[config.mk]
export PLATFORM = sky130hd
export DESIGN_NAME = mmio_top
export DESIGN_NICKNAME = d
export VERILOG_FILES = /design/src/verilog/mmio_pkg.sv /design/src/verilog/mmio_decode.sv /design/src/verilog/mmio_execute.sv /design/src/verilog/mmio_master.sv /design/src/verilog/mmio_result.sv /design/src/verilog/mmio_top.sv
export SDC_FILE = /design/constraint.sdc
export NUM_CORES = 1
export LEC_CHECK = 0
export BUFFER_PORTS_ARGS = -buffer_cell sky130_fd_sc_hd__buf_2
export CORE_MARGIN = 2
export CORE_UTILIZATION = 63
export CTS_CLUSTER_SIZE = 25
export DETAILED_ROUTE_END_ITERATION = 16
export HOLD_SLACK_MARGIN = 0.06
export PLACE_DENSITY = 0.94
export SLEW_MARGIN = 20
export SYNTH_ARGS = -nofsm -noshare
export SYNTH_HDL_FRONTEND = slang
export SYNTH_SLANG_ARGS = --single-unit
[constraint.sdc]
create_clock -name clk -period 13.85 [get_ports clk]
set_clock_uncertainty 0.2 [all_clocks]
set_input_delay 0.6925 -clock clk [delete_from_list [all_inputs] [get_ports clk]]
set_output_delay 0.6925 -clock clk [all_outputs]
set_load 0.005 [all_outputs]
[src/verilog/mmio_pkg.sv]
// MMIO package: bus widths, response codes, register map, register index and response payloads.
package mmio_pkg;

  // Bus widths.
  localparam int addr_w = 32;
  localparam int data_w = 64;
  localparam int resp_w = 2;

  // AXI-lite response codes.
  localparam logic [resp_w-1:0] resp_okay   = 2'd0;
  localparam logic [resp_w-1:0] resp_slverr = 2'd2;
  localparam logic [resp_w-1:0] resp_decerr = 2'd3;

  // Register byte addresses.
  // Every register is 8 bytes wide, so the low three bits must be zero.
  localparam logic [addr_w-1:0] reg_id_addr       = 32'h0000_0000;
  localparam logic [addr_w-1:0] reg_scratch0_addr = 32'h0000_0008;
  localparam logic [addr_w-1:0] reg_scratch1_addr = 32'h0000_0010;
  localparam logic [addr_w-1:0] reg_wr_count_addr = 32'h0000_0018;

  // Constant returned by the identity register.
  // ASCII "MMIO" followed by a version field.
  localparam logic [data_w-1:0] id_value = 64'h4d4d_494f_0001_0000;

  // Register index after decode.
  typedef enum logic [1:0] {
    sel_id       = 2'd0,
    sel_scratch0 = 2'd1,
    sel_scratch1 = 2'd2,
    sel_wr_count = 2'd3
  } reg_sel_t;

  // Read response payload.
  // Data sits in the upper bits, the response code in the lowest two.
  typedef struct packed {
    logic [data_w-1:0] data;
    logic [resp_w-1:0] resp;
  } rd_resp_t;

  // Write response payload.
  // Only the response code travels back on the b channel.
  typedef struct packed {
    logic [resp_w-1:0] resp;
  } wr_resp_t;

endpackage

[src/verilog/mmio_decode.sv]
// MMIO decode: slave channel acceptance and address decode into register operations.
`timescale 1ns/1ps

module mmio_decode (
  input  logic                        clk,
  input  logic                        rst,

  // Read address channel.
  input  logic                        arvalid,
  output logic                        arready,
  input  logic [mmio_pkg::addr_w-1:0] araddr,

  // Write address and write data channels.
  input  logic                        awvalid,
  output logic                        awready,
  input  logic [mmio_pkg::addr_w-1:0] awaddr,
  input  logic                        wvalid,
  output logic                        wready,
  input  logic [mmio_pkg::data_w-1:0] wdata,

  // Result slot status.
  input  logic                        rd_slot_free,
  input  logic                        wr_slot_free,

  // Decoded operations.
  output logic                        rd_op,
  output mmio_pkg::reg_sel_t          rd_sel,
  output logic                        rd_err,
  output logic                        wr_op,
  output mmio_pkg::reg_sel_t          wr_sel,
  output logic [mmio_pkg::data_w-1:0] wr_data_q,
  output logic                        wr_err
);

  import mmio_pkg::*;

  reg_sel_t ar_sel;
  logic     ar_err;
  reg_sel_t aw_sel;
  logic     aw_err;
  logic     wr_accept;

  // Map a byte address to a register index.
  // Unaligned and unmapped addresses both miss every case.
  function automatic void decode_addr(input logic [addr_w-1:0] addr,
                                      output reg_sel_t sel, output logic err);
    sel = sel_id;
    err = 1'b0;
    case (addr)
      reg_id_addr:       sel = sel_id;
      reg_scratch0_addr: sel = sel_scratch0;
      reg_scratch1_addr: sel = sel_scratch1;
      reg_wr_count_addr: sel = sel_wr_count;
      default:           err = 1'b1;
    endcase
  endfunction

  always_comb begin
    decode_addr(araddr, ar_sel, ar_err);
    decode_addr(awaddr, aw_sel, aw_err);
  end

  // The read result slot lets one read through at a time.
  assign arready = rd_slot_free && !rd_op;

  // Address and data are taken as one pair.
  assign wr_accept = awvalid && wvalid && wr_slot_free && !wr_op;
  assign awready   = wr_accept;
  assign wready    = wr_accept;

  // Op strobes follow the handshake by one cycle.
  always_ff @(posedge clk) begin
    if (rst) begin
      rd_op <= 1'b0;
      wr_op <= 1'b0;
    end else begin
      rd_op <= arvalid && arready;
      wr_op <= wr_accept;
    end
  end

  // Op payload.
  always_ff @(posedge clk) begin
    if (arvalid && arready) begin
      rd_sel <= ar_sel;
      rd_err <= ar_err;
    end
    if (wr_accept) begin
      wr_sel    <= aw_sel;
      wr_err    <= aw_err;
      wr_data_q <= wdata;
    end
  end

endmodule

[src/verilog/mmio_execute.sv]
// MMIO execute: register bank performing decoded reads and writes and forming responses.
`timescale 1ns/1ps

module mmio_execute (
  input  logic                        clk,
  input  logic                        rst,

  // Decoded operations.
  input  logic                        rd_op,
  input  mmio_pkg::reg_sel_t          rd_sel,
  input  logic                        rd_err,
  input  logic                        wr_op,
  input  mmio_pkg::reg_sel_t          wr_sel,
  input  logic [mmio_pkg::data_w-1:0] wr_data_q,
  input  logic                        wr_err,

  // Responses towards the result slots.
  output logic                        rd_load,
  output mmio_pkg::rd_resp_t          rd_payload,
  output logic                        wr_load,
  output mmio_pkg::wr_resp_t          wr_payload
);

  import mmio_pkg::*;

  logic [data_w-1:0] scratch0;
  logic [data_w-1:0] scratch1;
  logic [data_w-1:0] wr_count;
  logic [data_w-1:0] rd_value;
  logic [resp_w-1:0] wr_code;

  // Combinational read mux.
  // A write in the same cycle commits only at the edge, so reads see old values.
  always_comb begin
    case (rd_sel)
      sel_id:       rd_value = id_value;
      sel_scratch0: rd_value = scratch0;
      sel_scratch1: rd_value = scratch1;
      default:      rd_value = wr_count;
    endcase
  end

  // Read response with zero data on a decode error.
  always_comb begin
    rd_payload.data = rd_err ? '0 : rd_value;
    rd_payload.resp = rd_err ? resp_decerr : resp_okay;
  end

  // Write response.
  // Identity and counter are read-only.
  always_comb begin
    if (wr_err)
      wr_code = resp_decerr;
    else if (wr_sel == sel_id || wr_sel == sel_wr_count)
      wr_code = resp_slverr;
    else
      wr_code = resp_okay;
    wr_payload.resp = wr_code;
  end

  // Each op loads its result slot in the same cycle.
  assign rd_load = rd_op;
  assign wr_load = wr_op;

  // Register bank.
  // Only okay writes change state and bump the counter.
  always_ff @(posedge clk) begin
    if (rst) begin
      scratch0 <= '0;
      scratch1 <= '0;
      wr_count <= '0;
    end else if (wr_op && wr_code == resp_okay) begin
      if (wr_sel == sel_scratch0)
        scratch0 <= wr_data_q;
      if (wr_sel == sel_scratch1)
        scratch1 <= wr_data_q;
      wr_count <= wr_count + data_w'(1);
    end
  end

endmodule

[src/verilog/mmio_master.sv]
// MMIO master: host read and write commands bridged onto AXI-lite channels.
`timescale 1ns/1ps

module mmio_master (
  input  logic                        clk,
  input  logic                        rst,

  // Host read command and completion.
  input  logic                        rd_req,
  input  logic [mmio_pkg::addr_w-1:0] rd_addr,
  output logic                        rd_busy,
  output logic                        rd_done,
  output logic [mmio_pkg::data_w-1:0] rd_data,
  output logic [mmio_pkg::resp_w-1:0] rd_resp,

  // Host write command and completion.
  input  logic                        wr_req,
  input  logic [mmio_pkg::addr_w-1:0] wr_addr,
  input  logic [mmio_pkg::data_w-1:0] wr_data,
  output logic                        wr_busy,
  output logic                        wr_done,
  output logic [mmio_pkg::resp_w-1:0] wr_resp,

  // Read address and read data channels.
  output logic                        arvalid,
  input  logic                        arready,
  output logic [mmio_pkg::addr_w-1:0] araddr,
  input  logic                        rvalid,
  output logic                        rready,
  input  logic [mmio_pkg::data_w-1:0] rdata,
  input  logic [mmio_pkg::resp_w-1:0] rresp,

  // Write address, write data and write response channels.
  output logic                        awvalid,
  input  logic                        awready,
  output logic [mmio_pkg::addr_w-1:0] awaddr,
  output logic                        wvalid,
  input  logic                        wready,
  output logic [mmio_pkg::data_w-1:0] wdata,
  input  logic                        bvalid,
  output logic                        bready,
  input  logic [mmio_pkg::resp_w-1:0] bresp
);

  logic rd_start;
  logic wr_start;

  // Responses are always accepted.
  assign rready = 1'b1;
  assign bready = 1'b1;

  // Busy covers the whole transfer, so it also means the channel is idle.
  assign rd_start = rd_req && !rd_busy;
  // No new write while aw, w or b is still outstanding.
  assign wr_start = wr_req && !wr_busy;

  // Read control.
  always_ff @(posedge clk) begin
    if (rst) begin
      arvalid <= 1'b0;
      rd_busy <= 1'b0;
      rd_done <= 1'b0;
    end else begin
      rd_done <= rvalid && rready;
      if (arvalid && arready)
        arvalid <= 1'b0;
      if (rvalid && rready)
        rd_busy <= 1'b0;
      if (rd_start) begin
        arvalid <= 1'b1;
        rd_busy <= 1'b1;
      end
    end
  end

  // Read payload takes the address on start and the response on handshake.
  always_ff @(posedge clk) begin
    if (rd_start)
      araddr <= rd_addr;
    if (rvalid && rready) begin
      rd_data <= rdata;
      rd_resp <= rresp;
    end
  end

  // Write control.
  // aw and w rise together and each drops on its own handshake.
  always_ff @(posedge clk) begin
    if (rst) begin
      awvalid <= 1'b0;
      wvalid  <= 1'b0;
      wr_busy <= 1'b0;
      wr_done <= 1'b0;
    end else begin
      wr_done <= bvalid && bready;
      if (awvalid && awready)
        awvalid <= 1'b0;
      if (wvalid && wready)
        wvalid <= 1'b0;
      if (bvalid && bready)
        wr_busy <= 1'b0;
      if (wr_start) begin
        awvalid <= 1'b1;
        wvalid  <= 1'b1;
        wr_busy <= 1'b1;
      end
    end
  end

  // Write payload.
  always_ff @(posedge clk) begin
    if (wr_start) begin
      awaddr <= wr_addr;
      wdata  <= wr_data;
    end
    if (bvalid && bready)
      wr_resp <= bresp;
  end

endmodule

[src/verilog/mmio_result.sv]
// MMIO result: single holding slot driving one response channel, parameterized by payload.
`timescale 1ns/1ps

module mmio_result #(
  parameter type payload_t = logic
) (
  input  logic     clk,
  input  logic     rst,

  // From execute.
  input  logic     load,
  input  payload_t payload_in,

  // Response channel.
  output logic     valid,
  input  logic     ready,
  output payload_t payload,

  // Slot empty and not about to fill.
  output logic     free
);

  // Valid rises one cycle after load and holds until the handshake.
  always_ff @(posedge clk) begin
    if (rst)
      valid <= 1'b0;
    else if (load)
      valid <= 1'b1;
    else if (valid && ready)
      valid <= 1'b0;
  end

  // Payload stays stable while valid is high.
  always_ff @(posedge clk) begin
    if (load)
      payload <= payload_in;
  end

  // Decode uses this to hold off the next request.
  assign free = !valid && !load;

endmodule

[src/verilog/mmio_top.sv]
// MMIO top: bridge, decode, execute and the two response slots wired together.
`timescale 1ns/1ps

module mmio_top (
  input  logic                        clk,
  input  logic                        rst,

  // Host read side.
  input  logic                        rd_req,
  input  logic [mmio_pkg::addr_w-1:0] rd_addr,
  output logic                        rd_busy,
  output logic                        rd_done,
  output logic [mmio_pkg::data_w-1:0] rd_data,
  output logic [mmio_pkg::resp_w-1:0] rd_resp,

  // Host write side.
  input  logic                        wr_req,
  input  logic [mmio_pkg::addr_w-1:0] wr_addr,
  input  logic [mmio_pkg::data_w-1:0] wr_data,
  output logic                        wr_busy,
  output logic                        wr_done,
  output logic [mmio_pkg::resp_w-1:0] wr_resp
);

  import mmio_pkg::*;

  // AXI-lite channels.
  logic              arvalid;
  logic              arready;
  logic [addr_w-1:0] araddr;
  logic              rvalid;
  logic              rready;
  logic [data_w-1:0] rdata;
  logic [resp_w-1:0] rresp;
  logic              awvalid;
  logic              awready;
  logic [addr_w-1:0] awaddr;
  logic              wvalid;
  logic              wready;
  logic [data_w-1:0] wdata;
  logic              bvalid;
  logic              bready;
  logic [resp_w-1:0] bresp;

  // Decoded operations.
  logic              rd_op;
  reg_sel_t          rd_sel;
  logic              rd_err;
  logic              wr_op;
  reg_sel_t          wr_sel;
  logic [data_w-1:0] wr_data_q;
  logic              wr_err;

  // Execute to result slots.
  logic              rd_load;
  rd_resp_t          rd_payload;
  logic              wr_load;
  wr_resp_t          wr_payload;
  logic              rd_slot_free;
  logic              wr_slot_free;
  rd_resp_t          r_payload;
  wr_resp_t          b_payload;

  // Unpack the held payloads onto the response channels.
  assign rdata = r_payload.data;
  assign rresp = r_payload.resp;
  assign bresp = b_payload.resp;

  mmio_master mmio_master_inst (
    .clk     (clk),     .rst     (rst),
    .rd_req  (rd_req),  .rd_addr (rd_addr), .rd_busy (rd_busy),
    .rd_done (rd_done), .rd_data (rd_data), .rd_resp (rd_resp),
    .wr_req  (wr_req),  .wr_addr (wr_addr), .wr_data (wr_data),
    .wr_busy (wr_busy), .wr_done (wr_done), .wr_resp (wr_resp),
    .arvalid (arvalid), .arready (arready), .araddr  (araddr),
    .rvalid  (rvalid),  .rready  (rready),  .rdata   (rdata),   .rresp (rresp),
    .awvalid (awvalid), .awready (awready), .awaddr  (awaddr),
    .wvalid  (wvalid),  .wready  (wready),  .wdata   (wdata),
    .bvalid  (bvalid),  .bready  (bready),  .bresp   (bresp)
  );

  mmio_decode mmio_decode_inst (
    .clk          (clk),          .rst          (rst),
    .arvalid      (arvalid),      .arready      (arready),      .araddr (araddr),
    .awvalid      (awvalid),      .awready      (awready),      .awaddr (awaddr),
    .wvalid       (wvalid),       .wready       (wready),       .wdata  (wdata),
    .rd_slot_free (rd_slot_free), .wr_slot_free (wr_slot_free),
    .rd_op        (rd_op),        .rd_sel       (rd_sel),       .rd_err (rd_err),
    .wr_op        (wr_op),        .wr_sel       (wr_sel),
    .wr_data_q    (wr_data_q),    .wr_err       (wr_err)
  );

  mmio_execute mmio_execute_inst (
    .clk        (clk),        .rst        (rst),
    .rd_op      (rd_op),      .rd_sel     (rd_sel),     .rd_err (rd_err),
    .wr_op      (wr_op),      .wr_sel     (wr_sel),
    .wr_data_q  (wr_data_q),  .wr_err     (wr_err),
    .rd_load    (rd_load),    .rd_payload (rd_payload),
    .wr_load    (wr_load),    .wr_payload (wr_payload)
  );

  // Read response slot drives the r channel.
  mmio_result #(.payload_t(rd_resp_t)) rd_result_inst (
    .clk     (clk),        .rst   (rst),
    .load    (rd_load),    .payload_in (rd_payload),
    .valid   (rvalid),     .ready (rready),
    .payload (r_payload),  .free  (rd_slot_free)
  );

  // Write response slot drives the b channel.
  mmio_result #(.payload_t(wr_resp_t)) wr_result_inst (
    .clk     (clk),        .rst   (rst),
    .load    (wr_load),    .payload_in (wr_payload),
    .valid   (bvalid),     .ready (bready),
    .payload (b_payload),  .free  (wr_slot_free)
  );

endmodule
Word level (Yosys, flattened, before mapping) --
Cells that the tools add are included.
Cells by class: add/subtract/negate cells 1, equality and inequality tests 11, muxes and demuxes 20, reduce and logical (&&, ||, !) cells 33
Operators by type and width (number):
- 64-bit one-hot mux with 3 select lines | 1
- 32-bit by 5-bit == test with 1-bit output, second input constant | 4
- 64-bit by 1-bit adder with 64-bit output, second input constant | 1
- 32-bit by 4-bit == test with 1-bit output, second input constant | 2
- 32-bit zero test | 2
- 1-bit two-way mux | 14
- 1-bit logical AND | 12
- 2-bit one-hot mux with 3 select lines | 2
- 2-bit nonzero test | 5
- 4-bit OR reduction | 2
- 2-bit == test, second input constant | 3
- 1-bit zero test | 6
- 2-bit zero test | 3
- 2-bit two-way mux | 3
- 2-bit by 1-bit == test with 1-bit output, second input constant | 2
- 2-bit AND reduction | 2
- 1-bit logical OR | 1
Word-level totals: flip-flop bits (word level) 537, output and inout bits 72, logic and storage cells 93

Longest topological paths before layout --
depth in word-level cells 7, mapped depth 9, mapped depth without buffers 7

Cells and area by module --
From an unflattened synthesis, not the netlist that was laid out.
Unflattened totals: cell total of the unflattened synthesis 1560, area total of the unflattened synthesis 19618.8 um2
By module, submodules not included:
- mmio_execute | times used 1, cells each 1153, area an instance 8977.4 um2
- mmio_master | times used 1, cells each 221, area an instance 6144.6 um2
- mmio_decode | times used 1, cells each 108, area an instance 2369.8 um2
- mmio_result (rd_result_inst) | times used 1, cells each 71, area an instance 2024.4 um2
- mmio_result (wr_result_inst) | times used 1, cells each 7, area an instance 102.6 um2

Worst setup path before layout --
Ideal clock, no wire load.
path kind input -> register, start in wr_req, end reg mmio_master_inst.awaddr[0] (netlist bit), enable pin, data arrival time 4.936 ns, data required time 13.084 ns, path slack 8.148 ns, stages on the path 1, path buffers 0, cells stage by stage nor2b_1
On the way: cells in the longest elaborated chain, start to end 1
RTL lines:
- start, declared | RTL line mmio_top.sv:17 | input logic wr_req,
- 1-bit logical AND | RTL line mmio_master.sv:55 | assign wr_start = wr_req && !wr_busy;
- end signal, assigned | RTL line mmio_master.sv:113 | awaddr <= wr_addr;
- end, declared | RTL line mmio_master.sv:36 | output logic [mmio_pkg::addr_w-1:0] awaddr,
No other way between the ends. A chain may end at the register's enable or synchronous reset.

Worst setup path in the final report --
start reg mmio_decode_inst.wr_sel[0], end reg mmio_execute_inst.wr_count[48]
On the way: cells in the longest elaborated chain, start to end 6
RTL lines:
- start, declared | RTL line mmio_decode.sv:30 | output mmio_pkg::reg_sel_t wr_sel,
- start signal, assigned | RTL line mmio_decode.sv:89 | wr_sel <= aw_sel;
- 2-bit == test or 2-bit zero test (tied branches) | RTL line mmio_execute.sv:54 | else if (wr_sel == sel_id || wr_sel == sel_wr_count)
- 1-bit logical OR * | RTL line mmio_execute.sv:54
- 2-bit two-way mux * | RTL line mmio_execute.sv:54
- 2-bit two-way mux * | RTL line mmio_execute.sv:52 | if (wr_err)
- 2-bit zero test * | RTL line mmio_execute.sv:72 | end else if (wr_op && wr_code == resp_okay) begin
- 1-bit logical AND * | RTL line mmio_execute.sv:72
- end signal, assigned | RTL line mmio_execute.sv:77 | wr_count <= wr_count + data_w'(1);
- end, declared | RTL line mmio_execute.sv:28 | logic [data_w-1:0] wr_count;
Mark *: on every way between the ends. The rest lies on a longest branch, timed or not.

==> key figures <==
Pwr
  • Sw Pwr: 0.618 mW
  • Tot Pwr: 3.08 mW
  • Comb pwr share: 2.2%
  • Power Density: 138 nW/µm²
  • Seq pwr share: 56.7%
  • Clk pwr share: 41.0%
  • Maximum VDD drop: 100 µV
  • Sw Share: 20.1%
  • P_int: 2.46 mW
  • Leak: 7.65 nW

STA
  • Fin crit share: 25.8%
  • TNS Setup: 0 ps
  • Post-layout min period: 3580 ps
  • Max Freq: 0.280 GHz
  • Hold Vio Cnt, Final: 0
  • RSZ-0062 raised after global routing: false
  • Hold slack: 121 ps
  • Worst relative slew slack: 24.1%
  • Final max-slew violation count: 0
  • Final setup violating endpoints: 0
  • Worst Tran Pin Value: 1140 ps

Synth
  • Post-synthesis mux area share: 3.65%
  • YS warnings: 0
  • Mapped Area: 19400 µm²
  • Largest area contributor in the netlist: edfxtp_1
  • Compound-Gate Fraction of Synth Area: 7.55%
  • Post-Syn Nets: 1675
  • Combinational family with the most area after synthesis: simple AND/OR/NAND/NOR gates
  • Yosys top cell area share: 51.3%
  • Synth top area cells: edfxtp_1 51%, dfxtp_1 21%, nand2_1 5.5%
  • Syn Inst Count: 1540
  • Register bit total from synthesis: 535
  • Avg Cell Area, Syn: 12.6 µm²
  • Synth Area in Adders: 0.193%
  • XOR/XNOR Fraction of Synth Area: 1.58%
  • Simple-gate share of the synthesized area: 12.9%
  • Synth unique cells: 42
  • Sequential share of the synthesized area: 72.2%

Finish
  • Share of layout cells above drive strength 1: 20.0%
  • Sequential cell area: 14000 µm²
  • Fill count: 1839
  • Multi-input gate area: 5050 µm²
  • Final core utilization: 73.0%
  • Nets: 1856
  • Final Cell Area: 22300 µm²
  • Syn-to-layout area delta: 14.5%

Place
  • DP Wirelength: 24100 µm
  • RD Place Congestion: 0.830
  • Cell Area, Placed: 20700 µm²
  • IO buf count: 203

Worst setup path
  • CP Launch Point: mmio_decode_inst.wr_sel[0]
  • Worst setup path class: reg2reg
  • Worst EP arrival: 3830 ps
  • CP max FO: 14
  • Worst reg2reg path startpoint: mmio_decode_inst.wr_sel[0]
  • Worst setup path end: mmio_execute_inst.wr_count[48]
  • FF-to-FF setup slack: 10270 ps
  • FF-to-FF End: mmio_execute_inst.wr_count[48]
  • Worst endpoint required time: 14100 ps
  • Worst setup SP type: register
  • Reg2Reg Depth: 7
  • Critical Path End Type: register

Detailed routing
  • First DRT Iteration DRCs: 1093
  • Final wirelength: 40500 µm
  • DRT Pass-1 Iters: 6
  • Via density: 5.90
  • Routed via count: 12.7k
  • WL per Instance: 18.8 µm
  • Post-DRT Antenna Nets: 0
  • Post-route DRC: 0

Run status
  • Status: finished, final reports clean

Clock tree
  • Clock root buffer master: clkbuf_16
  • CTS Hold Bufs: 0
  • CTS tree: built
  • Post-CTS setup buffer count: 0
  • Max Root-Sink Buffers: 3
  • Clk slew on worst S/H paths: 60 ps
  • H-tree depth: 2
  • Cts bufs inserted: 49
  • CTS resizes: 0
  • CTS Sinks: 535
  • Clock Latency Late Sink: 550 ps

Global routing
  • Initial antenna violation count: 2
  • Vias in the first global route: 12.9k
  • Global-route wire length before repair: 65100 µm
  • Total congestion overflow: 0
  • Pin count of the biggest net entering global routing: 109
  • Total GRT Usage: 24.9%

Floorplan
  • Die Y: 180 µm
  • FP Rows: 64
  • Core area: 30500 µm²
  • Die Width: 180 µm
  • Initial Util: 63.7%
  • Ports: 204
  • Die area: 32300 µm²

Job
  • Number of max-cap violations: 0

Min path
  • Worst min path class: in2reg
## through the flow
step / setup WS, ps / instances
2_1_floorplan: 8150 / 1540
3_3_place_gp: 10520 / 2065
3_5_place_dp: 10350 / 2065
4_1_cts: 10320 / 2154
5_1_grt: 10100 / 2156
6_report: 10270 / 2156
## per-layer routing
layer | wire (µm) | GRT usage, % | vias to the layer above
met4 | 1210 | 9.79 | 0
met5 | 0 | 0 | -
met1 | 15800 | 31.4 | 6088
met3 | 2940 | 4.23 | 113
li1 | - | - | 5918
met2 | 20500 | 43.4 | 598
## cell usage after synthesis (all sizes together)
cell / count
and3: 5
buf: 25
o31a: 1
nand4bb: 1
a21oi: 157
nand2b: 1
and4: 7
nand3: 27
clkbuf: 60
nor2b: 8
nor3: 6
a211oi: 19
ha: 3
or2: 2
edfxtp: 332
o31ai: 12
mux2i: 18
mux2: 47
nand2: 283
o21ba: 1
o21ai: 14
and2: 7
nor2: 122
dfxtp: 203
xor2: 28
nand4: 37
nor4: 20
a22oi: 47
o21a: 1
or3: 14
inv: 11
xnor2: 7
nor3b: 2
or4: 12
## logic make-up (layout without fill, tap and decap cells)
kind of cell,count (synthesis),after routing
simple gates,554,554
flops,535,535
compound gates,252,252
buf+inv,96,315
mux,65,65
xor+xnor,35,35
fa+ha+maj,3,3
other cells,0,1
## cell type report
cell class                 instances  area share, %
sequential                       535           63.1
clock inverter                    22          0.596
inverter                          11          0.185
antenna                            1         0.0112
timing repair buffer             215           5.09
clock buffer                      67           6.14
tap                              396           2.23
multi-input combinational        909           22.7
## worst min path at each step
stage	start	end	slack [ps]	depth (start not counted)
finish	wr_data[41]	mmio_master_inst.wdata[41]	120	1
global route	wr_data[34]	mmio_master_inst.wdata[34]	100	1
CTS	rd_addr[16]	mmio_master_inst.araddr[16]	110	1
detailed placement	mmio_master_inst.wdata[45]	mmio_decode_inst.wr_data_q[45]	200	0
global placement	mmio_master_inst.wdata[4]	mmio_decode_inst.wr_data_q[4]	200	0
floorplan	mmio_master_inst.wdata[0]	mmio_decode_inst.wr_data_q[0]	200	0
## sequential cells by signal, summed over array words and instances (netlist names), 2 cells and up
name	cells
mmio_decode_inst.rd_sel	2
mmio_decode_inst.wr_data_q	64
mmio_decode_inst.wr_sel	2
mmio_execute_inst.scratch0	64
mmio_execute_inst.scratch1	64
mmio_execute_inst.wr_count	64
mmio_master_inst.araddr	32
mmio_master_inst.awaddr	32
mmio_master_inst.rd_data	64
mmio_master_inst.wdata	64
mmio_master_inst.wr_resp	2
rd_result_inst.payload	65
wr_result_inst.payload	2
## cell usage in the layout (no fill, tap or decap), types with 2 or more instances in the layout
cell         n
clkinv_2    11
or4_1       12
and2_2       2
nand2_1    281
clkbuf_1    12
nand4_1     35
mux2_2      47
edfxtp_1   332
nor4_1      18
ha_1         3
dfxtp_4      2
or2_2        2
nor2b_1      5
clkbuf_8     3
or3_1       14
clkbuf_16   51
o31ai_1     12
and3_1       5
nand2_2      2
inv_1       10
and4_1       7
nand4_2      2
xor2_1      28
nor2b_4      2
buf_4       11
a211oi_1    19
nor3_1       4
o21ai_0     14
and2_1       5
clkinv_1     7
mux2i_1     18
buf_2      202
a22oi_1     47
xnor2_1      7
nand3_1     27
dfxtp_1    201
a21oi_1    157
nor2_1     122
## power groups by stage
stage | Clock (mW) | Combinational, mW | Sequential, mW
floorplan | 0 | 0.0338 | 1.78
global placement | 0 | 0.0648 | 1.78
detailed placement | 0 | 0.0680 | 1.78
CTS | 1.28 | 0.0686 | 1.75
global route | 1.35 | 0.0754 | 1.75
finish | 1.26 | 0.0692 | 1.75
## critical path: stages, from the launching register on
cell and delay (ps):
edfxtp_1 360, inv_1 60, ha_1 330, nor3b_2 680, and4_1 480, nand4_1 510, or4_1 690, a21oi_1 170
(Power assumes the default switching activity.)
